## src/hdl/snn_consts.svh

```systemverilog
/*
 * neuron-state store widths and depths
 * shared by the RTL and the testbench
 */
`ifndef SNN_CONSTS_SVH
`define SNN_CONSTS_SVH

// neuron and axon index widths
`define SNN_NURN_BITS 4
`define SNN_AXON_BITS 4

`define SNN_DSIZE 16
`define SNN_HIST_BITS 8
`define SNN_HIST_MAX 255

// one weight per neuron per step
`define SNN_FIFO_AW `SNN_NURN_BITS

`define SNN_LEAK_BITS 4

`endif

```

## src/hdl/snn_pkg.sv

```systemverilog
/*
 * neuron-state store types
 * host access targets, port bundles and engine states
 */
`include "snn_consts.svh"

package snn_pkg;

	typedef enum logic [2:0] {
		BIAS     = 3'd0,
		POT      = 3'd1,
		TH       = 3'd2,
		HIST     = 3'd3,
		WEIGHT   = 3'd4,
		CFG_NUM  = 3'd5,
		CFG_LEAK = 3'd6
	} mem_target_e;

	typedef struct packed {
		logic                      valid;
		logic                      write;
		mem_target_e               target;
		logic [`SNN_NURN_BITS-1:0] neuron;
		logic [`SNN_AXON_BITS-1:0] axon;
		logic [`SNN_DSIZE-1:0]     data;
	} host_req_t;

	// port B, one write enable per neuron field
	typedef struct packed {
		logic                      bias_we;
		logic                      pot_we;
		logic                      th_we;
		logic                      hist_we;
		logic [`SNN_NURN_BITS-1:0] neuron;
		logic [`SNN_DSIZE-1:0]     data;
	} state_wr_t;

	// port A, sel is bias 0, pot 1, th 2, hist 3
	typedef struct packed {
		logic                      en;
		logic [1:0]                sel;
		logic [`SNN_NURN_BITS-1:0] neuron;
	} state_rd_t;

	// port G
	typedef struct packed {
		logic                      en;
		logic [`SNN_NURN_BITS-1:0] neuron;
		logic [`SNN_AXON_BITS-1:0] axon;
		logic [`SNN_DSIZE-1:0]     data;
	} weight_wr_t;

	typedef struct packed {
		logic                      valid;
		logic [`SNN_NURN_BITS-1:0] neuron;
	} spike_t;

	typedef struct packed {
		logic                      start;
		logic                      axon_valid;
		logic [`SNN_AXON_BITS-1:0] axon;
	} step_t;

	typedef enum logic [2:0] {
		IDLE, PREFETCH, RD_FIELD, CALC, WRITE, DONE
	} upd_state_e;

endpackage

```

## src/hdl/core_cfg_regs.sv

```systemverilog
/*
 * core configuration registers
 * active neuron count and leak shift, written by the host
 */
`include "snn_consts.svh"

module core_cfg_regs (
	input  logic                      clk_i,
	input  logic                      rst_n_i,
	input  snn_pkg::host_req_t        host_req_i,
	output logic [`SNN_NURN_BITS:0]   num_neurons_o,
	output logic [`SNN_LEAK_BITS-1:0] leak_shift_o
);
	import snn_pkg::*;

	localparam int NB = `SNN_NURN_BITS + 1;
	localparam int MAX_NURNS = 1 << `SNN_NURN_BITS;
	localparam int LEAK_RST = 4;

	logic          num_wr;
	logic          leak_wr;
	logic [NB-1:0] num_next;

	assign num_wr = host_req_i.valid && host_req_i.write && host_req_i.target == CFG_NUM;
	assign leak_wr = host_req_i.valid && host_req_i.write && host_req_i.target == CFG_LEAK;

	// zero becomes one, anything past the array becomes the full count
	always_comb
	begin
		if (host_req_i.data == '0)
			num_next = NB'(1);
		else if (int'(host_req_i.data) > MAX_NURNS)
			num_next = NB'(MAX_NURNS);
		else
			num_next = host_req_i.data[NB-1:0];
	end

	always_ff @(posedge clk_i or negedge rst_n_i)
	begin
		if (!rst_n_i)
		begin
			num_neurons_o <= NB'(MAX_NURNS);
			leak_shift_o <= `SNN_LEAK_BITS'(LEAK_RST);
		end
		else
		begin
			if (num_wr)
				num_neurons_o <= num_next;
			if (leak_wr)
				leak_shift_o <= host_req_i.data[`SNN_LEAK_BITS-1:0];
		end
	end

	a_num_nonzero: assert property (@(posedge clk_i) disable iff (!rst_n_i)
		num_wr |-> host_req_i.data != '0) else $error("neuron count written as zero");

endmodule

```

## config.mk

```make
export PLATFORM = sky130hd
export DESIGN_NAME = core_cfg_regs
export DESIGN_NICKNAME = d
export VERILOG_FILES = /design/src/hdl/snn_pkg.sv /design/src/hdl/core_cfg_regs.sv
export VERILOG_INCLUDE_DIRS = /design/src /design/src/hdl
export SDC_FILE = /design/constraint.sdc
export NUM_CORES = 1
export LEC_CHECK = 0
export ABC_AREA = 1
export BUFFER_PORTS_ARGS = -buffer_cell sky130_fd_sc_hd__buf_2
export CAP_MARGIN = 20
export CORE_AREA = 5 5 42 44
export CTS_BUF_LIST = sky130_fd_sc_hd__clkbuf_4
export DETAILED_ROUTE_END_ITERATION = 12
export DIE_AREA = 0 0 47 49
export PLACE_DENSITY = 0.76
export SYNTH_ARGS = -nofsm -noshare
export SYNTH_HDL_FRONTEND = slang
export SYNTH_SLANG_ARGS = --single-unit
```

## constraint.sdc

```tcl
create_clock -name clk_i -period 1.1 [get_ports clk_i]
set_clock_uncertainty 0.2 [all_clocks]
set_input_delay 0.22 -clock clk_i [delete_from_list [all_inputs] [get_ports clk_i]]
set_output_delay 0.22 -clock clk_i [all_outputs]
set_load 0.02 [all_outputs]
```

### After elaboration in Yosys (flattened, before gate mapping)

Cells that the tools add are included.

* register bits after elaboration: 9
* output and inout bits: 9

* $lt $le $gt $ge: 1
* eq/ne operators: 2
* mux-type cells: 2
* reductions and logical operators: 4

Operators by type and width (number)
* > comparator 16 x 5 -> 1 bit (second input constant): 1
* zero test 16 bit: 1
* 2-to-1 mux 5 bit: 2
* == test 3 bit (second input constant): 2
* logical AND 1 bit: 3

### Logic depth before layout (Yosys ltp)

* word-level depth: 3
* gate-level depth with buffers: 7

### Worst setup path after synthesis

No wires, ideal clock.

* path type: in2reg
* from: input port host_req_i[25] (netlist name)
* to: register num_neurons_o[0]
* library setup time: 0.124 ns
* data arrival time: 0.747 ns
* data required time: 0.776 ns
* setup slack: 0.029 ns
* stages on the path: 6
* path buffers: 0
* cell sequence: inv_1 nand3_2 nor2_4 inv_1 a21oi_1 a21oi_1

* word-level cells in the longest chain between the ends: 2

RTL lines
* start, declared: RTL line core_cfg_regs.sv:10 `input snn_pkg::host_req_t host_req_i,`
* == test 3 bit: RTL line core_cfg_regs.sv:24 `assign num_wr = host_req_i.valid && host_req_i.write && host_req_i.target == CFG_NUM;`
* logical AND 1 bit: RTL line core_cfg_regs.sv:24
* end signal, assigned: RTL line core_cfg_regs.sv:42 `num_neurons_o <= NB'(MAX_NURNS);`
* end signal, assigned: RTL line core_cfg_regs.sv:48 `num_neurons_o <= num_next;`
* end, declared: RTL line core_cfg_regs.sv:11 `` output logic [`SNN_NURN_BITS:0] num_neurons_o, ``

Every way passes these cells.
A chain may end at the register's enable or synchronous reset.

### Worst setup path after layout

* from: register leak_shift_o[2]
* to: output port leak_shift_o[2]

RTL lines
* start, declared: RTL line core_cfg_regs.sv:12 `` output logic [`SNN_LEAK_BITS-1:0] leak_shift_o ``
* start signal, assigned: RTL line core_cfg_regs.sv:43 `` leak_shift_o <= `SNN_LEAK_BITS'(LEAK_RST); ``
* start signal, assigned: RTL line core_cfg_regs.sv:50 `` leak_shift_o <= host_req_i.data[`SNN_LEAK_BITS-1:0]; ``

No word-level cell between the ends.

==> reports/metrics.cfg <==
[drt]
num_vias = 566
first_pass_iters = 4
drt_iter0_drc = 8
wl_per_cell_um = 11.2
drc_errors = 0
drtAntennaViolNets = 0
vias_per_cell = 4.49
routed_wl_mm = 1.41

[floorplan]
initial_core_util = 0.347
die_height_um = 49
ios = 40
rows = 14
fp.coreArea_sq_um = 1400
dieWidth_um = 47
dieArea_sq_um = 2300

[timing]
fin_crit_ns = 1.33
relSlewSlack = 0.803
rsz0062_at_grt = yes
max_freq_mhz = 754
tightest_slew_ns = 0.294
setup_viol = 9
timing.final.ws_setup_ns = -0.227
fin_crit_sh = 1.21
maxSlewViolCount = 0
report.final.hold_viol_count = 0

[synth]
syn_inst = 62
synth_top_cell_by_area = dfrtp_1
synth_seq_area_share = 0.468
yosysTopAreaCellShare = 0.360
avgSynthCellArea_sq_um = 7.85
synth_nets = 93
synth_cell_type_count = 16
synth_area_leaders = dfrtp_1 36%, nand2_1 12%, dfstp_2 11%
ys_ff_latch = 9
synthesis.area_sq_um = 487
ys_warn_count = 0

[setup_path]
end_kind = output port
cp.buffers_inverters = 1
start_kind = flip-flop
worstPathArrival_ns = 0.91
cpPeakStageDelay_ns = 0.53
path_delay_family = flip-flops
cp_max_fo = 2
crit_path_cell_trace = buf_6
path_class = reg2out
required_ns = 0.68
cp_slowest_cell = dfstp_2

[cts]
htree_num_levels = 1
root_buffer = clkbuf_4
cts_buffers = 3
clk_pin_slew_worst_paths_ns = 0.06
clk_latency_ns = 0.26
cts.sink_count = 9
clockBufferDepth = 2
tritoncts = built

[finish]
antenna_cells = 0
synthToLayoutAreaGrowth_pct = 74.3
final_area_sq_um = 848
layout_common_cells = 22 x buf_2, 16 x nand2_1, 12 x nor2_1, 12 x buf_4, 9 x buf_6
final_common_cell = buf_2
final_nets = 142
utilization = 0.605
drive_gt1_frac = 0.509

[place]
pre_cts_ws_ns = -0.138
gp_congestion = 0.768
post-dp-hpwl_mm = 1.03
portBuffers = 31
placed_area_sq_um = 729

[grt]
grt_remaining_overflow = 0
grtUsageTotal = 0.133
grt_pass1_vias = 532
grt_first_pass_wirelength_mm = 2.17
antenna_found_initial = 0
grt_max_degree = 10

[power]
leakagePower_nw = 0.454
power.density_nw_per_um2 = 1190
vdd_ir_drop_max_mv = 0.852

[status]
outcome = finished, violations left
violations = setup timing

[flow_run]
drv_cap = 0

[worst_hold_path]
min_path_type = in2reg

==> layer usage <==
metal  part of all wire  vias up  GRT usage
met4             0.0028        0     0.0369
met2               0.56       26      0.229
met1               0.37      246      0.132
li1                   -      292          -
met5                  0        -          0
met3              0.073        2     0.0738
==> sequential cells by signal, summed over array words and instances, names as in the netlist <==
| register | cells |
|---|---|
| leak_shift_o | 4 |
| num_neurons_o | 5 |
==> synth_stat cells <==
cell	number
inv_2	1
dfrtp_1	7
nand2_2	1
o21ai_0	4
nand2_1	16
nand4_1	1
a41oi_1	1
nor2_1	12
inv_1	6
a21oi_1	2
nand4_2	1
nand3_2	1
dfstp_2	2
nor2_4	3
nor3_1	1
nand3_1	3
==> cell families after synthesis <==
kind of cell,count (synthesis),synth area share
compound gates,7,0.0797
buf+inv,7,0.0540
flops,9,0.468
simple gates,39,0.398
==> cell type report <==
type,instances,area [sq um]
inverter,7,26.3
clock buffer,4,30.0
sequential,9,228
tap,16,20.0
timing repair buffer,44,312
multi-input combinational,46,233
fill,130,553
==> metrics by stage <==
stage	TNS [ns]	hold WS [ns]	power, mW	cells
2_1_floorplan	0	-0.276	0.533	62
3_5_place_dp	-0.737	-0.122	0.660	118
5_1_grt	-1.50	0.111	1.08	126
6_report	-1.19	0.106	1.01	126
4_1_cts	-1.20	0.0961	1.00	124
3_3_place_gp	-0.547	-0.126	0.655	118
==> power by group <==
| group | total (mW) | internal (mW) | switching (mW) |
|---|---|---|---|
| clock | 0.272 | 0.164 | 0.108 |
| combinational | 0.316 | 0.167 | 0.148 |
| sequential | 0.421 | 0.387 | 0.0338 |
| total | 1.01 | 0.718 | 0.290 |
==> worst paths after layout <==
path                                                   start                      endpoint  slack, ns  cells after the start
worst max-delay path             leak_shift_o[2]$_DFFE_PN1P_               leak_shift_o[2]      -0.23                      1
worst min register to register   leak_shift_o[2]$_DFFE_PN1P_   leak_shift_o[2]$_DFFE_PN1P_       0.30                      2
min in group asynchronous                            rst_n_i   leak_shift_o[1]$_DFFE_PN0P_       0.15                      2
worst min-delay path                           host_req_i[2]   leak_shift_o[2]$_DFFE_PN1P_       0.11                      4
worst max register to register  num_neurons_o[4]$_DFFE_PN1P_  num_neurons_o[4]$_DFFE_PN1P_       0.07                      2
max in group asynchronous                            rst_n_i  num_neurons_o[4]$_DFFE_PN1P_       0.29                      2
==> timing repair <==
item / in CTS / in global routing
hold buffers: 1 / 0
resized for setup: 18 / 0
buffers inserted: 1 / 2
hold endpoints to repair: 9 / 0
setup endpoints to repair: 9 / 9
No activity file was read; power rests on OpenSTA's default activity.
