$ cat src/hdl/snn_consts.svh
/*
 * neuron-state store widths and depths
 * shared by the RTL and the testbench
 */
`ifndef SNN_CONSTS_SVH
`define SNN_CONSTS_SVH

// neuron and axon index widths
`define SNN_NURN_BITS 4
`define SNN_AXON_BITS 4

`define SNN_DSIZE 16
`define SNN_HIST_BITS 8
`define SNN_HIST_MAX 255

// one weight per neuron per step
`define SNN_FIFO_AW `SNN_NURN_BITS

`define SNN_LEAK_BITS 4

`endif

$ cat src/hdl/snn_pkg.sv
/*
 * neuron-state store types
 * host access targets, port bundles and engine states
 */
`include "snn_consts.svh"

package snn_pkg;

	typedef enum logic [2:0] {
		BIAS     = 3'd0,
		POT      = 3'd1,
		TH       = 3'd2,
		HIST     = 3'd3,
		WEIGHT   = 3'd4,
		CFG_NUM  = 3'd5,
		CFG_LEAK = 3'd6
	} mem_target_e;

	typedef struct packed {
		logic                      valid;
		logic                      write;
		mem_target_e               target;
		logic [`SNN_NURN_BITS-1:0] neuron;
		logic [`SNN_AXON_BITS-1:0] axon;
		logic [`SNN_DSIZE-1:0]     data;
	} host_req_t;

	// port B, one write enable per neuron field
	typedef struct packed {
		logic                      bias_we;
		logic                      pot_we;
		logic                      th_we;
		logic                      hist_we;
		logic [`SNN_NURN_BITS-1:0] neuron;
		logic [`SNN_DSIZE-1:0]     data;
	} state_wr_t;

	// port A, sel is bias 0, pot 1, th 2, hist 3
	typedef struct packed {
		logic                      en;
		logic [1:0]                sel;
		logic [`SNN_NURN_BITS-1:0] neuron;
	} state_rd_t;

	// port G
	typedef struct packed {
		logic                      en;
		logic [`SNN_NURN_BITS-1:0] neuron;
		logic [`SNN_AXON_BITS-1:0] axon;
		logic [`SNN_DSIZE-1:0]     data;
	} weight_wr_t;

	typedef struct packed {
		logic                      valid;
		logic [`SNN_NURN_BITS-1:0] neuron;
	} spike_t;

	typedef struct packed {
		logic                      start;
		logic                      axon_valid;
		logic [`SNN_AXON_BITS-1:0] axon;
	} step_t;

	typedef enum logic [2:0] {
		IDLE, PREFETCH, RD_FIELD, CALC, WRITE, DONE
	} upd_state_e;

endpackage

$ cat src/hdl/neuron_update.sv
/*
 * neuron update engine
 * one leaky integrate-and-fire step per start pulse, weights prefetched
 * into the fifo first, then each active neuron read, updated and written back
 */
`include "snn_consts.svh"

module neuron_update (
	input  logic                      clk_i,
	input  logic                      rst_n_i,
	input  snn_pkg::step_t            step_i,
	input  logic [`SNN_NURN_BITS:0]   num_neurons_i,
	input  logic [`SNN_LEAK_BITS-1:0] leak_shift_i,
	output snn_pkg::state_rd_t        rd_a_o,
	input  logic [`SNN_DSIZE-1:0]     rd_a_data_i,
	output snn_pkg::state_wr_t        wr_b_o,
	output logic                      rd_e_en_o,
	output logic [`SNN_NURN_BITS-1:0] rd_e_neuron_o,
	output logic [`SNN_AXON_BITS-1:0] rd_e_axon_o,
	output logic                      rd_f_en_o,
	input  logic [`SNN_DSIZE-1:0]     rd_f_data_i,
	output snn_pkg::spike_t           spike_o,
	output logic                      busy_o,
	output logic                      done_o
);
	import snn_pkg::*;

	localparam int DW = `SNN_DSIZE;
	localparam int HB = `SNN_HIST_BITS;

	upd_state_e                state_q;
	logic [`SNN_NURN_BITS-1:0] nrn_q;
	logic [1:0]                sub_q;
	logic                      axon_valid_q;
	logic [`SNN_AXON_BITS-1:0] axon_q;
	logic                      last_nrn;
	logic                      rd_pend_q;
	logic [1:0]                rd_sel_q;
	logic signed [DW-1:0]      bias_q, pot_q, th_q;
	logic signed [DW-1:0]      weight, leak, new_pot;
	logic signed [DW+1:0]      sum;
	logic [HB-1:0]             hist_now, new_hist;
	logic                      fire;
	logic signed [DW-1:0]      new_pot_q;
	logic [HB-1:0]             new_hist_q;
	spike_t                    spike_q;

	assign last_nrn = ({1'b0, nrn_q} == num_neurons_i - 1'b1);

	always_ff @(posedge clk_i or negedge rst_n_i)
	begin
		if (!rst_n_i)
		begin
			state_q <= IDLE;
			nrn_q <= '0;
			sub_q <= '0;
			axon_valid_q <= 1'b0;
			axon_q <= '0;
		end
		else
		begin
			case (state_q)
				IDLE:
					if (step_i.start)
					begin
						axon_valid_q <= step_i.axon_valid;
						axon_q <= step_i.axon;
						nrn_q <= '0;
						sub_q <= '0;
						state_q <= step_i.axon_valid ? PREFETCH : RD_FIELD;
					end
				// one weight read per active neuron, back to back
				PREFETCH:
				begin
					nrn_q <= last_nrn ? '0 : nrn_q + 1'b1;
					if (last_nrn)
						state_q <= RD_FIELD;
				end
				RD_FIELD:
				begin
					sub_q <= sub_q + 1'b1;
					if (sub_q == 2'd3)
						state_q <= CALC;
				end
				CALC:
					state_q <= WRITE;
				// potential on sub 0, history on sub 1
				WRITE:
				begin
					sub_q <= sub_q + 1'b1;
					if (sub_q == 2'd1)
					begin
						sub_q <= '0;
						nrn_q <= nrn_q + 1'b1;
						state_q <= last_nrn ? DONE : RD_FIELD;
					end
				end
				default:
					state_q <= IDLE;
			endcase
		end
	end

	// fields come back one cycle after their read
	always_ff @(posedge clk_i or negedge rst_n_i)
	begin
		if (!rst_n_i)
		begin
			rd_pend_q <= 1'b0;
			rd_sel_q <= '0;
		end
		else
		begin
			rd_pend_q <= rd_a_o.en;
			rd_sel_q <= rd_a_o.sel;
		end
	end

	always_ff @(posedge clk_i)
	begin
		if (rd_pend_q && rd_sel_q == 2'd0)
			bias_q <= rd_a_data_i;
		if (rd_pend_q && rd_sel_q == 2'd1)
			pot_q <= rd_a_data_i;
		if (rd_pend_q && rd_sel_q == 2'd2)
			th_q <= rd_a_data_i;
		if (state_q == CALC)
		begin
			new_pot_q <= fire ? '0 : new_pot;
			new_hist_q <= new_hist;
		end
	end

	// history is used straight off port A in CALC
	always_comb
	begin
		weight = axon_valid_q ? rd_f_data_i : '0;
		leak = pot_q >>> leak_shift_i;
		sum = pot_q - leak + bias_q + weight;
		// saturate to the signed data range
		if (sum[DW+1:DW-1] == '0 || sum[DW+1:DW-1] == '1)
			new_pot = sum[DW-1:0];
		else if (sum[DW+1])
			new_pot = {1'b1, {(DW-1){1'b0}}};
		else
			new_pot = {1'b0, {(DW-1){1'b1}}};
		fire = (new_pot >= th_q);
		hist_now = rd_a_data_i[HB-1:0];
		if (fire)
			new_hist = HB'(`SNN_HIST_MAX);
		else if (hist_now == '0)
			new_hist = '0;
		else
			new_hist = hist_now - 1'b1;
	end

	always_ff @(posedge clk_i or negedge rst_n_i)
	begin
		if (!rst_n_i)
			spike_q <= '0;
		else
		begin
			spike_q.valid <= (state_q == CALC) && fire;
			spike_q.neuron <= nrn_q;
		end
	end

	assign rd_a_o.en = (state_q == RD_FIELD);
	assign rd_a_o.sel = sub_q;
	assign rd_a_o.neuron = nrn_q;

	assign rd_e_en_o = (state_q == PREFETCH);
	assign rd_e_neuron_o = nrn_q;
	assign rd_e_axon_o = axon_q;

	// pop with the history read so the weight is ready in CALC
	assign rd_f_en_o = (state_q == RD_FIELD) && (sub_q == 2'd3) && axon_valid_q;

	assign wr_b_o.bias_we = 1'b0;
	assign wr_b_o.th_we = 1'b0;
	assign wr_b_o.pot_we = (state_q == WRITE) && (sub_q == 2'd0);
	assign wr_b_o.hist_we = (state_q == WRITE) && (sub_q == 2'd1);
	assign wr_b_o.neuron = nrn_q;
	assign wr_b_o.data = (sub_q == 2'd0) ? new_pot_q : DW'(new_hist_q);

	assign spike_o = spike_q;
	assign busy_o = (state_q != IDLE);
	assign done_o = (state_q == DONE);

	a_read_latency: assert property (@(posedge clk_i) disable iff (!rst_n_i)
		state_q == CALC |-> rd_pend_q && rd_sel_q == 2'd3 && (!axon_valid_q || $past(rd_f_en_o)))
		else $error("history or weight consumed before its read latency");

endmodule

$ cat config.mk
export PLATFORM = sky130hd
export DESIGN_NAME = neuron_update
export DESIGN_NICKNAME = d
export VERILOG_FILES = /design/src/hdl/snn_pkg.sv /design/src/hdl/neuron_update.sv
export VERILOG_INCLUDE_DIRS = /design/src /design/src/hdl
export SDC_FILE = /design/constraint.sdc
export NUM_CORES = 1
export LEC_CHECK = 0
export BUFFER_PORTS_ARGS = -buffer_cell sky130_fd_sc_hd__clkbuf_2
export CELL_PAD_IN_SITES_DETAIL_PLACEMENT = 1
export CELL_PAD_IN_SITES_GLOBAL_PLACEMENT = 2
export CORE_ASPECT_RATIO = 0.5
export CORE_UTILIZATION = 35
export CTS_BUF_LIST = sky130_fd_sc_hd__clkbuf_4 sky130_fd_sc_hd__clkbuf_8
export DETAILED_ROUTE_END_ITERATION = 7
export GPL_TIMING_DRIVEN = 0
export PLACE_DENSITY = 0.85
export SLEW_MARGIN = 20
export SYNTH_ARGS = -nofsm -noshare
export SYNTH_HDL_FRONTEND = slang
export SYNTH_SLANG_ARGS = --single-unit
export TNS_END_PERCENT = 20
$ cat constraint.sdc
create_clock -name clk_i -period 6.9 [get_ports clk_i]
set_clock_uncertainty 0.05 [all_clocks]
set_input_delay 0.345 -clock clk_i [delete_from_list [all_inputs] [get_ports clk_i]]
set_output_delay 0.345 -clock clk_i [all_outputs]
set_load 0.05 [all_outputs]
== Word-level counts from Yosys, hierarchy flattened ==
Cells that the tools add are included.

* Input port bits: 49
* Register bits: 94

* Reduce and logical (&&, ||, !) cells: 21
* $lt $le $gt $ge: 1
* Equality and inequality tests: 15
* Add/subtract/negate cells: 7
* Shifts and indexed selects: 1
* Multiplexer cells: 19

{| class="wikitable"
|+ Operators with widths
! operator !! number
|-
| $mux 16 || 4
|-
| $add 17x16->18 || 1
|-
| $add 18x16->18 || 1
|-
| $sub 16x16->17 || 1
|-
| $ge 16x16->1 || 1
|-
| $sshr 16x4->16 || 1
|-
| $mux 3 || 5
|-
| $pmux 3 s5 || 1
|-
| $mux 4 || 3
|-
| $pmux 4 s3 || 1
|-
| $eq 3x3->1 const B || 3
|-
| $reduce_bool 3->1 || 3
|-
| $logic_and 1x1->1 || 8
|-
| $logic_not 8->1 || 1
|-
| $mux 8 || 1
|-
| $sub 8x1->8 const B || 1
|-
| $eq 3x2->1 const B || 2
|-
| $logic_not 3->1 || 2
|-
| $mux 2 || 3
|-
| $pmux 2 s3 || 1
|-
| $eq 4x5->1 || 1
|-
| $sub 5x1->5 const B || 1
|-
| $add 4x1->4 const B || 1
|-
| $eq 2x1->1 const B || 2
|-
| other kinds (10) || 15
|}

== Depth between registers and ports, before layout ==
Gate-level depths: netlist (run 1).

* Depth after elaboration: 9
* Gate-level depth with buffers: 31
* Depth with buffers taken out: 28

== Least setup slack after synthesis (run 1) ==
No wires, ideal clock.

* Kind: input to register
* Start: input port leak_shift_i[1]
* End: register new_pot_q[6], data pin
* Arrival: 7,008 ps
* Cell stages on the path: 28
* Library setup time: 169 ps
* Path buffers: 4
* Slack: -327 ps
* Path through: buf_1 -> clkbuf_1 -> mux2i_1 -> nand2_1 -> nand2_1 -> mux2i_1 -> o21ai_0 -> fa_1 -> fa_1 -> ha_1 -> inv_1 -> fa_1 -> nand2b_1 -> a21o_1 -> a2111oi_1 -> o41a_1 -> nor2_1 -> o21ai_4 -> buf_2 -> o21ai_1 -> ha_1 -> nand4_1 -> or4_1 -> o211ai_1 -> mux2i_1 -> nand2_1 -> buf_2 -> o31ai_1

* Cells in the longest elaborated chain, start to end: 8
* Elaborated cells on any way between the ends: 10
* Classes of those cells: add/sub: 3; order compare: 1; eq/ne: 1; shift: 1; mux: 2; reduce/logical: 2

{| class="wikitable"
|+ Ends and longest elaborated chain
! item !! RTL line !! source
|-
| start, declared || neuron_update.sv:13 || <nowiki>input logic [`SNN_LEAK_BITS-1:0] leak_shift_i,</nowiki>
|-
| $sshr 16x4->16 (*) || neuron_update.sv:138 || <nowiki>leak = pot_q >>> leak_shift_i;</nowiki>
|-
| $sub 16x16->17 (*) || neuron_update.sv:139 || <nowiki>sum = pot_q - leak + bias_q + weight;</nowiki>
|-
| $add 17x16->18 (*) || neuron_update.sv:139 ||
|-
| $add 18x16->18 (*) || neuron_update.sv:139 ||
|-
| $eq 3x3->1 / $logic_not 3->1 (equally long branches) || neuron_update.sv:141 || <nowiki>if (sum[DW+1:DW-1] == '0 || sum[DW+1:DW-1] == '1)</nowiki>
|-
| $logic_or 1x1->1 || neuron_update.sv:141 ||
|-
| $mux 16 (*) || neuron_update.sv:141 ||
|-
| named net new_pot[9] || neuron_update.sv:40 || <nowiki>logic signed [DW-1:0] weight, leak, new_pot;</nowiki>
|-
| $ge 16x16->1 (*) || neuron_update.sv:147 || <nowiki>fire = (new_pot >= th_q);</nowiki>
|-
| end signal, assigned || neuron_update.sv:129 || <nowiki>new_pot_q <= fire ? '0 : new_pot;</nowiki>
|-
| end, declared || neuron_update.sv:44 || <nowiki>logic signed [DW-1:0] new_pot_q;</nowiki>
|}

The timed path passes the listed nets; every way through them passes the cells marked *.
A chain may end at the register's enable or synchronous reset.

== Final worst setup path (run 1) ==
* Start: register pot_q[14]
* End: register new_hist_q[6], data pin

* Cells in the longest elaborated chain, start to end: 8
* Elaborated cells on any way between the ends: 10
* Classes of those cells: add/sub: 3; order compare: 1; eq/ne: 1; shift: 1; mux: 2; reduce/logical: 2

{| class="wikitable"
|+ Ends and longest elaborated chain
! item !! RTL line !! source
|-
| start, declared || neuron_update.sv:39 || <nowiki>logic signed [DW-1:0] bias_q, pot_q, th_q;</nowiki>
|-
| start signal, assigned || neuron_update.sv:124 || <nowiki>pot_q <= rd_a_data_i;</nowiki>
|-
| $sshr 16x4->16 || neuron_update.sv:138 ||
|-
| $sub 16x16->17 (*) || neuron_update.sv:139 ||
|-
| $add 17x16->18 (*) || neuron_update.sv:139 ||
|-
| $add 18x16->18 (*) || neuron_update.sv:139 ||
|-
| $eq 3x3->1 / $logic_not 3->1 (equally long branches) || neuron_update.sv:141 ||
|-
| $logic_or 1x1->1 || neuron_update.sv:141 ||
|-
| $mux 16 (*) || neuron_update.sv:141 ||
|-
| named net new_pot[9] || neuron_update.sv:40 ||
|-
| $ge 16x16->1 (*) || neuron_update.sv:147 ||
|-
| end signal, assigned || neuron_update.sv:130 || <nowiki>new_hist_q <= new_hist;</nowiki>
|-
| end, declared || neuron_update.sv:45 || <nowiki>logic [HB-1:0] new_hist_q;</nowiki>
|}

Marks and branches as above.

==> results.cfg, run 1 <==
[status]
status = finished, violations left
violations = negative setup slack

[global_route]
gr-total-overflow = 0
grt_max_degree = 25
grt_pass1_vias = 6002
grt.busiest_layer = met2
antenna_found_initial = 2
grt_pass1_wl_microns = 32900
grtUsageMet2 = 0.362
grtUsageTotal = 0.213
use_met1 = 0.283
met3_usage = 0.0376

[timing]
fmax_mhz = 137
fin_ws_ns = -0.425
slew_viol_final = 0
hold_violations = 0
worst_pin_slew_ns = 1.08
rsz0062_at_grt = true
setup_viol = 25
hold_slack_ns = 0.118
fin_crit_ns = 7.32
min_period_over_period = 1.06
max_slew_margin = 0.276

[cts]
clock_path_buffers = 2
numCtsBuffers = 9
cts_sinks = 94
clk_latency_ns = 0.38
clk_pin_slew_ns = 0.10
cts.htree.levels = 3
tritoncts = built
clock-root-buffer = clkbuf_8

[final_layout]
seqCellArea_sq_um = 2710
num-fill-cells = 2099
nets = 977
multi_input_area_sq_um = 4170
drive_gt1_frac = 0.350
antenna_cells = 0
syn2layout_area_growth_pct = 30.7

[floorplanning]
initial_core_util = 0.367
dieHeight_microns = 101
die_w_microns = 201
core_area_sq_um = 18900
boundaryPins = 97
die_area_sq_um = 20400
rows = 35

[place]
hpwl_microns = 15700
gp_congestion = 0.884
port_buffers = 93

[critical_path]
setup.worst_path.start_class = register
slowest_stage = fa_1
startpoint = pot_q[14]
max_stage_delay_ns = 0.49
cp_max_fo = 8
cp.required_ns = 6.98
worstReg2RegStart = pot_q[14]
crit_path_end_kind = register
cp_data_arrival_time_ns = 7.40
crit_type = register to register
cp_common_cell = buf_4

[synth]
synth_area_sq_um = 6930
ys_types = 65
synth.avg_cell_area_sq_um = 10.0
yosys_warnings = 0
synth_async_sr_flop_share = 0.234
synth_edf_count = 72
synth_cells = 690
synth_flop_cell = edfxtp_1
seq_area_frac_synth = 0.392
synth.ff_latch_count = 94

[drt]
wl_per_cell_microns = 20.2
ant_nets = 0
avgViaCountPerCell = 5.27
vias = 5892
drt_iter0_drc = 267
dr.pass1.iters = 4
drc = 0
wl_microns = 22600

[min_path]
holdCritPathClass = input port to register
hp-start = rd_a_data_i[11]

[flow_run]
drv_cap = 0
registers in the layout (all words and copies together), names as in the netlist:
name	flops
bias_q	16
rd_sel_q	2
rd_e_neuron_o	4
sub_q	2
th_q	16
new_hist_q	8
spike_o	5
rd_pend_q	1
rd_e_axon_o	4
pot_q	16
axon_valid_q	1
state_q	3
new_pot_q	16
cell type report:
| class | instances | share of cell area |
|---|---|---|
| Timing Repair Buffer | 152 | 0.112 |
| Sequential cell | 94 | 0.300 |
| Buffer | 37 | 0.0315 |
| Tap cell | 259 | 0.0358 |
| Inverter | 88 | 0.0366 |
| Multi-Input combinational cell | 472 | 0.460 |
| Clock inverter | 4 | 0.00788 |
| Clock buffer | 12 | 0.0162 |
cell usage in the layout, fill, tap and decap left out, types with 6 or more instances in the layout:
cell type	netlist	layout
xnor2_1	13	13
and2_1	13	13
dfrtp_1	22	22
nand2_1	62	59
clkbuf_1	18	14
clkbuf_2	0	94
o21ai_2	0	15
nor2_1	40	34
ha_1	42	37
and3_1	6	6
mux2i_1	13	9
a21oi_1	38	26
xor2_1	9	9
buf_6	4	14
inv_1	87	84
nand2b_1	10	9
clkbuf_8	0	10
o31ai_4	0	11
nor3_1	11	9
o21ai_1	15	15
fa_1	32	31
mux2_2	17	17
a21o_1	7	6
a21oi_2	0	9
buf_4	10	55
o21ai_0	51	35
edfxtp_1	72	72
logic make-up (layout without fill, tap and decap cells):
kind of cell    count (synthesis)  after routing  share of synthesized area
other cells                     1              2                   0.000541
simple gates                  179            179                      0.127
fa+ha+maj                      74             74                      0.168
buf+inv                       125            293                     0.0782
flops                          94             94                      0.392
mux                            33             33                     0.0562
compound gates                162            162                      0.150
xor+xnor                       22             22                     0.0278
cell usage after synthesis, types with 5 or more instances:
library cell / n / area [sq um]
nor2b_1: 5 / 31.3
a21oi_1: 38 / 190
dfrtp_1: 22 / 551
mux2_2: 17 / 191
inv_1: 87 / 327
edfxtp_1: 72 / 2160
nor3_1: 11 / 55.1
xnor2_1: 13 / 114
o31ai_2: 6 / 75.1
fa_1: 32 / 641
and2_1: 13 / 81.3
nor2_1: 40 / 150
ha_1: 42 / 526
o21ai_1: 15 / 75.1
nand2_1: 62 / 233
nand4_1: 5 / 31.3
o21ai_0: 51 / 255
and3_1: 6 / 37.5
clkbuf_1: 18 / 67.6
nand2b_1: 10 / 62.6
mux2i_1: 13 / 130
nand3_1: 7 / 35.0
o211ai_1: 5 / 37.5
buf_4: 10 / 75.1
o31ai_1: 10 / 75.1
a21o_1: 7 / 52.6
xor2_1: 9 / 78.8
what timing repair did:
| item | CTS | global route |
|---|---|---|
| hold endpoints to repair | 22 | 0 |
| hold buffers | 1 | 0 |
| endpoints found under the setup margin | 25 | 25 |
| pin swaps | 27 | 50 |
| gates resized for setup | 84 | 74 |
| gates cloned | 3 | 0 |
| buffers inserted | 31 | 24 |
path summary, 6_finish.rpt:
kind	to	depth (start not counted)	slack, ns
setup / recovery	new_hist_q[6]	30	-0.42
hold / removal	pot_q[11]	1	0.12
setup reg to reg	new_hist_q[6]	30	-0.42
hold reg to reg	rd_e_axon_o[0]	1	0.47
max in group asynchronous	rd_e_axon_o[0]	2	5.97
min in group asynchronous	sub_q[1]	2	0.44
layer usage:
metal  part of all wire  vias to the layer above
met5             0.0012                        -
met4              0.016                        4
met3              0.057                       33
met2               0.48                      161
met1               0.45                     2968
li1                   -                     2726
per-stage QoR:
step / util / setup TNS [ns] / setup slack [ns] / instances / cell area [sq um]
after detailed placement: 0.410 / -38.81 / -1.71 / 1044 / 7740
after global routing: 0.480 / -13.54 / -0.604 / 1118 / 9050
after CTS: 0.456 / -1.34 / -0.0803 / 1095 / 8600
after floorplan: - / 0 / 0.00346 / 691 / 6940
final: 0.480 / -9.15 / -0.425 / 1118 / 9050
after global placement: 0.409 / -35.60 / -1.54 / 1043 / 7730
critical path, delay by kind of cell (launching register included):
family                     cells  cell delay [ns]
AOI/OAI and AO/OA              9             1.88
adders and majority gates      4             1.43
buffers and inverters         10             1.36
and+or+nand+nor                5             1.30
muxes                          2             0.56
DFF                            1             0.47
Power of run 1 is not shown: default switching activity piles up to over one toggle a cycle in this logic, so the estimate is an artifact.
==> inputs of run 2 (changes only) <==
- REMOVE_ABC_BUFFERS: default -> 1
==> results.cfg, run 2 (synthesized netlist as in run 1, its figures left out) <==
[status]
status = finished, final reports clean

[timing]
rsz0062_at_grt = true
worst_pin_slew_ns = 0.961
min_period_over_period = 0.997
slew_viol_final = 0
fmax_mhz = 145
max_slew_margin = 0.359
fin_crit_ns = 6.88
setup_viol = 0
hold_violations = 0

[critical_path]
worstReg2RegStart = pot_q[13]
worst_r2r_endpoint = new_pot_q[14]
max_stage_delay_ns = 0.52
reg2reg_slack_ns = 0.02
crit_type = register to register
slowest_stage = fa_1
reg2regPathDepth = 28
cp_data_arrival_time_ns = 7.04
crit_path_end_kind = register
cp.required_ns = 7.06
setup.worst_path.start_class = register
cp_max_fo = 8

[drt]
vias = 5572
wl_microns = 19900
ant_nets = 0
drt_iter0_drc = 276
drc = 0
wl_per_cell_microns = 18.6
avgViaCountPerCell = 5.22
dr.pass1.iters = 5

[cts]
clk_latency_ns = 0.39
tritoncts = built
clock-root-buffer = clkbuf_8
numCtsBuffers = 9
cts.htree.levels = 3
cts_sinks = 94
clk_pin_slew_ns = 0.11
clock_path_buffers = 2

[min_path]
holdCritPathClass = input port to register
min_path_cells = 1
hold_end = pot_q[13]
hp-start = rd_a_data_i[13]

[global_route]
grt_pass1_vias = 5604
antenna_found_initial = 1
grt_pass1_wl_microns = 30800
gr-total-overflow = 0
grt_max_degree = 25
grtUsageTotal = 0.197

[final_layout]
syn2layout_area_growth_pct = 20.5
fin_util = 0.442
antenna_cells = 0
fin_area_sq_um = 8350
layout_common_cells = clkbuf_2, inv_1, edfxtp_1
drive_gt1_frac = 0.283
final_common_cell = clkbuf_2
nets = 927

[place]
hpwl_microns = 14300
gp_congestion = 0.856
port_buffers = 94
place_area_sq_um = 7530

[flow_run]
drv_cap = 0

[floorplanning]
die_area_sq_um = 20400
initial_core_util = 0.367
rows = 35
core_area_sq_um = 18900
dieHeight_microns = 101
die_w_microns = 201
boundaryPins = 97
## run 2: changes by cell type in the layout (fill, tap and decap cells not counted), moves of 9 or more
| cell | change |
|---|---|
| o31ai_4 | -9 |
| clkbuf_1 | -14 |
| a21oi_1 | +9 |
| buf_6 | -11 |
| buf_4 | -20 |
## run 2: worst max-delay path by stage
stage | startpoint | endpoint | slack, ns | cells past startpoint
floorplan | pot_q[4] | new_pot_q[3] | 0.17 | 23
global placement | leak_shift_i[1] | new_pot_q[3] | -1.65 | 25
detailed placement | leak_shift_i[0] | new_pot_q[3] | -1.76 | 25
CTS | pot_q[4] | new_pot_q[3] | 0.01 | 24
global route | pot_q[13] | new_pot_q[14] | -0.24 | 29
finish | pot_q[13] | new_pot_q[14] | 0.02 | 28
## run 2: metal layers
| metal | share of wire | wire (microns) | GRT usage |
|---|---|---|---|
| met5 | 0.00055 | 11 | 0 |
| met4 | 0.0091 | 180 | 0.0435 |
| met3 | 0.053 | 1050 | 0.0463 |
| met2 | 0.47 | 9300 | 0.331 |
| met1 | 0.47 | 9320 | 0.260 |
## run 2: repair_timing
item,in CTS,in global routing
hold buffers,1,0
gates cloned,2,2
endpoints found under the hold margin,22,0
setup endpoints to repair,25,25
pin swaps,6,27
resized for setup,22,48
setup buffers,18,21
## run 2: area by class of cell
type,instances,area [sq um]
Fill cell,2127,10500
Multi-Input combinational cell,475,3950
Sequential cell,94,2710
Timing Repair Buffer,136,845
Inverter,88,332
Tap cell,259,324
Clock buffer,9,124
Clock inverter,7,65.1
## run 2: worst max-delay path, delay by kind of cell, from the launching register on
kind | cells | cell delay, ns
buf+inv | 5 | 0.78
mux | 3 | 0.65
flops | 1 | 0.47
simple gates | 7 | 1.45
compound gates | 8 | 1.58
fa+ha+maj | 5 | 1.71
## run 2: stage by stage
step,setup slack (ns),cells,hold slack [ns],TNS [ns]
CTS,0.0118,1045,0.109,0
global route,-0.241,1068,0.103,-4.00
floorplan,0.166,654,-0.000591,0
global placement,-1.65,1007,0.320,-38.10
finish,0.0186,1068,0.122,0
detailed placement,-1.76,1008,0.326,-40.40
Power of run 2 is left out for the same reason.
==> inputs of run 3 (changes only) <==
- clock period: 6.9 -> 5.65 ns (I/O delays scaled with it)
==> results.cfg, run 3 (synthesized netlist as in run 1, its figures left out) <==
[status]
status = finished, violations left
violations = negative setup slack

[floorplanning]
boundaryPins = 97
die_area_sq_um = 20400
rows = 35
dieHeight_microns = 101
initial_core_util = 0.367
die_w_microns = 201
core_area_sq_um = 18900

[critical_path]
cp.required_ns = 5.80
max_stage_delay_ns = 0.57
worst_r2r_endpoint = new_pot_q[14]
crit_path_end_kind = register
cp_data_arrival_time_ns = 6.96
critical_path.top_delay_family = adder cells
crit_type = register to register
cp_max_fo = 8
slowest_stage = or4_4
worstReg2RegStart = pot_q[13]
reg2regPathDepth = 28
reg2reg_slack_ns = -1.16
path_buf_inv = 5
setup.worst_path.start_class = register

[min_path]
hold_end = pot_q[13]
holdCritPathClass = input port to register
min_path_cells = 1
hp-start = rd_a_data_i[13]

[final_layout]
final_common_cell = clkbuf_2
layout_common_cells = clkbuf_2, inv_1, edfxtp_1
nets = 920
syn2layout_area_growth_pct = 20.3
fin_util = 0.441
antenna_cells = 0
fin_cells = 1061
drive_gt1_frac = 0.284

[global_route]
grt_pass1_wl_microns = 31100
grt_pass1_vias = 5662
antenna_found_initial = 1
grtUsageTotal = 0.198
grt_max_degree = 25
gr-total-overflow = 0

[cts]
cts_sinks = 94
clock-root-buffer = clkbuf_8
cts.htree.levels = 3
clk_latency_ns = 0.39
clk_pin_slew_ns = 0.11
tritoncts = built
numCtsBuffers = 9
clock_path_buffers = 2

[timing]
rsz0062_at_grt = true
setup_viol = 25
hold_slack_ns = 0.0669
worst_pin_slew_ns = 0.953
slew_viol_final = 0
fin_crit_ns = 6.81
min_period_over_period = 1.20
max_slew_margin = 0.364
fmax_mhz = 147
fin_ws_ns = -1.16
hold_violations = 0

[drt]
dr.pass1.iters = 5
drc = 0
drt_iter0_drc = 278
ant_nets = 0
wl_per_cell_microns = 18.5
vias = 5497
wl_microns = 19600
avgViaCountPerCell = 5.18

[place]
port_buffers = 94
hpwl_microns = 14300
gp_congestion = 0.856
place_inst = 1008

[flow_run]
drv_cap = 0
## run 3: worst max path at each step
stage / from / to / slack [ns] / cells past startpoint
after CTS: pot_q[14] / new_pot_q[0] / -1.12 / 26
after global placement: leak_shift_i[1] / new_pot_q[3] / -2.84 / 25
final: pot_q[13] / new_pot_q[14] / -1.16 / 28
after global routing: pot_q[13] / new_pot_q[14] / -1.42 / 27
after detailed placement: leak_shift_i[0] / new_pot_q[3] / -2.95 / 25
after floorplan: pot_q[4] / new_pot_q[3] / -1.08 / 23
## run 3: area by class of cell
type | instances | area [sq um]
Clock inverter | 7 | 65.1
Tap cell | 259 | 324
Timing Repair Buffer | 129 | 781
Clock buffer | 9 | 124
Fill cell | 2134 | 10500
Multi-Input combinational cell | 475 | 4000
Inverter | 88 | 332
Sequential cell | 94 | 2710
## run 3: through the flow
step / cell area [sq um] / worst slack [ns] / TNS (ns)
6_report: 8330 / -1.16 / -27.30
2_1_floorplan: 6720 / -1.08 / -25.31
5_1_grt: 8330 / -1.42 / -33.64
4_1_cts: 8070 / -1.12 / -27.26
3_5_place_dp: 7530 / -2.95 / -70.08
3_3_place_gp: 7510 / -2.84 / -67.79
## run 3: layer usage
metal	vias up	global-route usage	routed length (microns)
li1	2610	-	-
met1	2756	0.263	9300
met2	116	0.333	9210
met3	13	0.0467	956
met4	2	0.0429	158
met5	-	0	11
## run 3: timing repair
item / in CTS / in global routing
setup endpoints to repair: 25 / 25
gates cloned: 2 / 2
buffers inserted: 23 / 9
endpoints found under the hold margin: 22 / 0
resized for setup: 37 / 40
pin swaps: 10 / 19
hold buffers: 1 / 0
Power of run 3 is left out for the same reason.
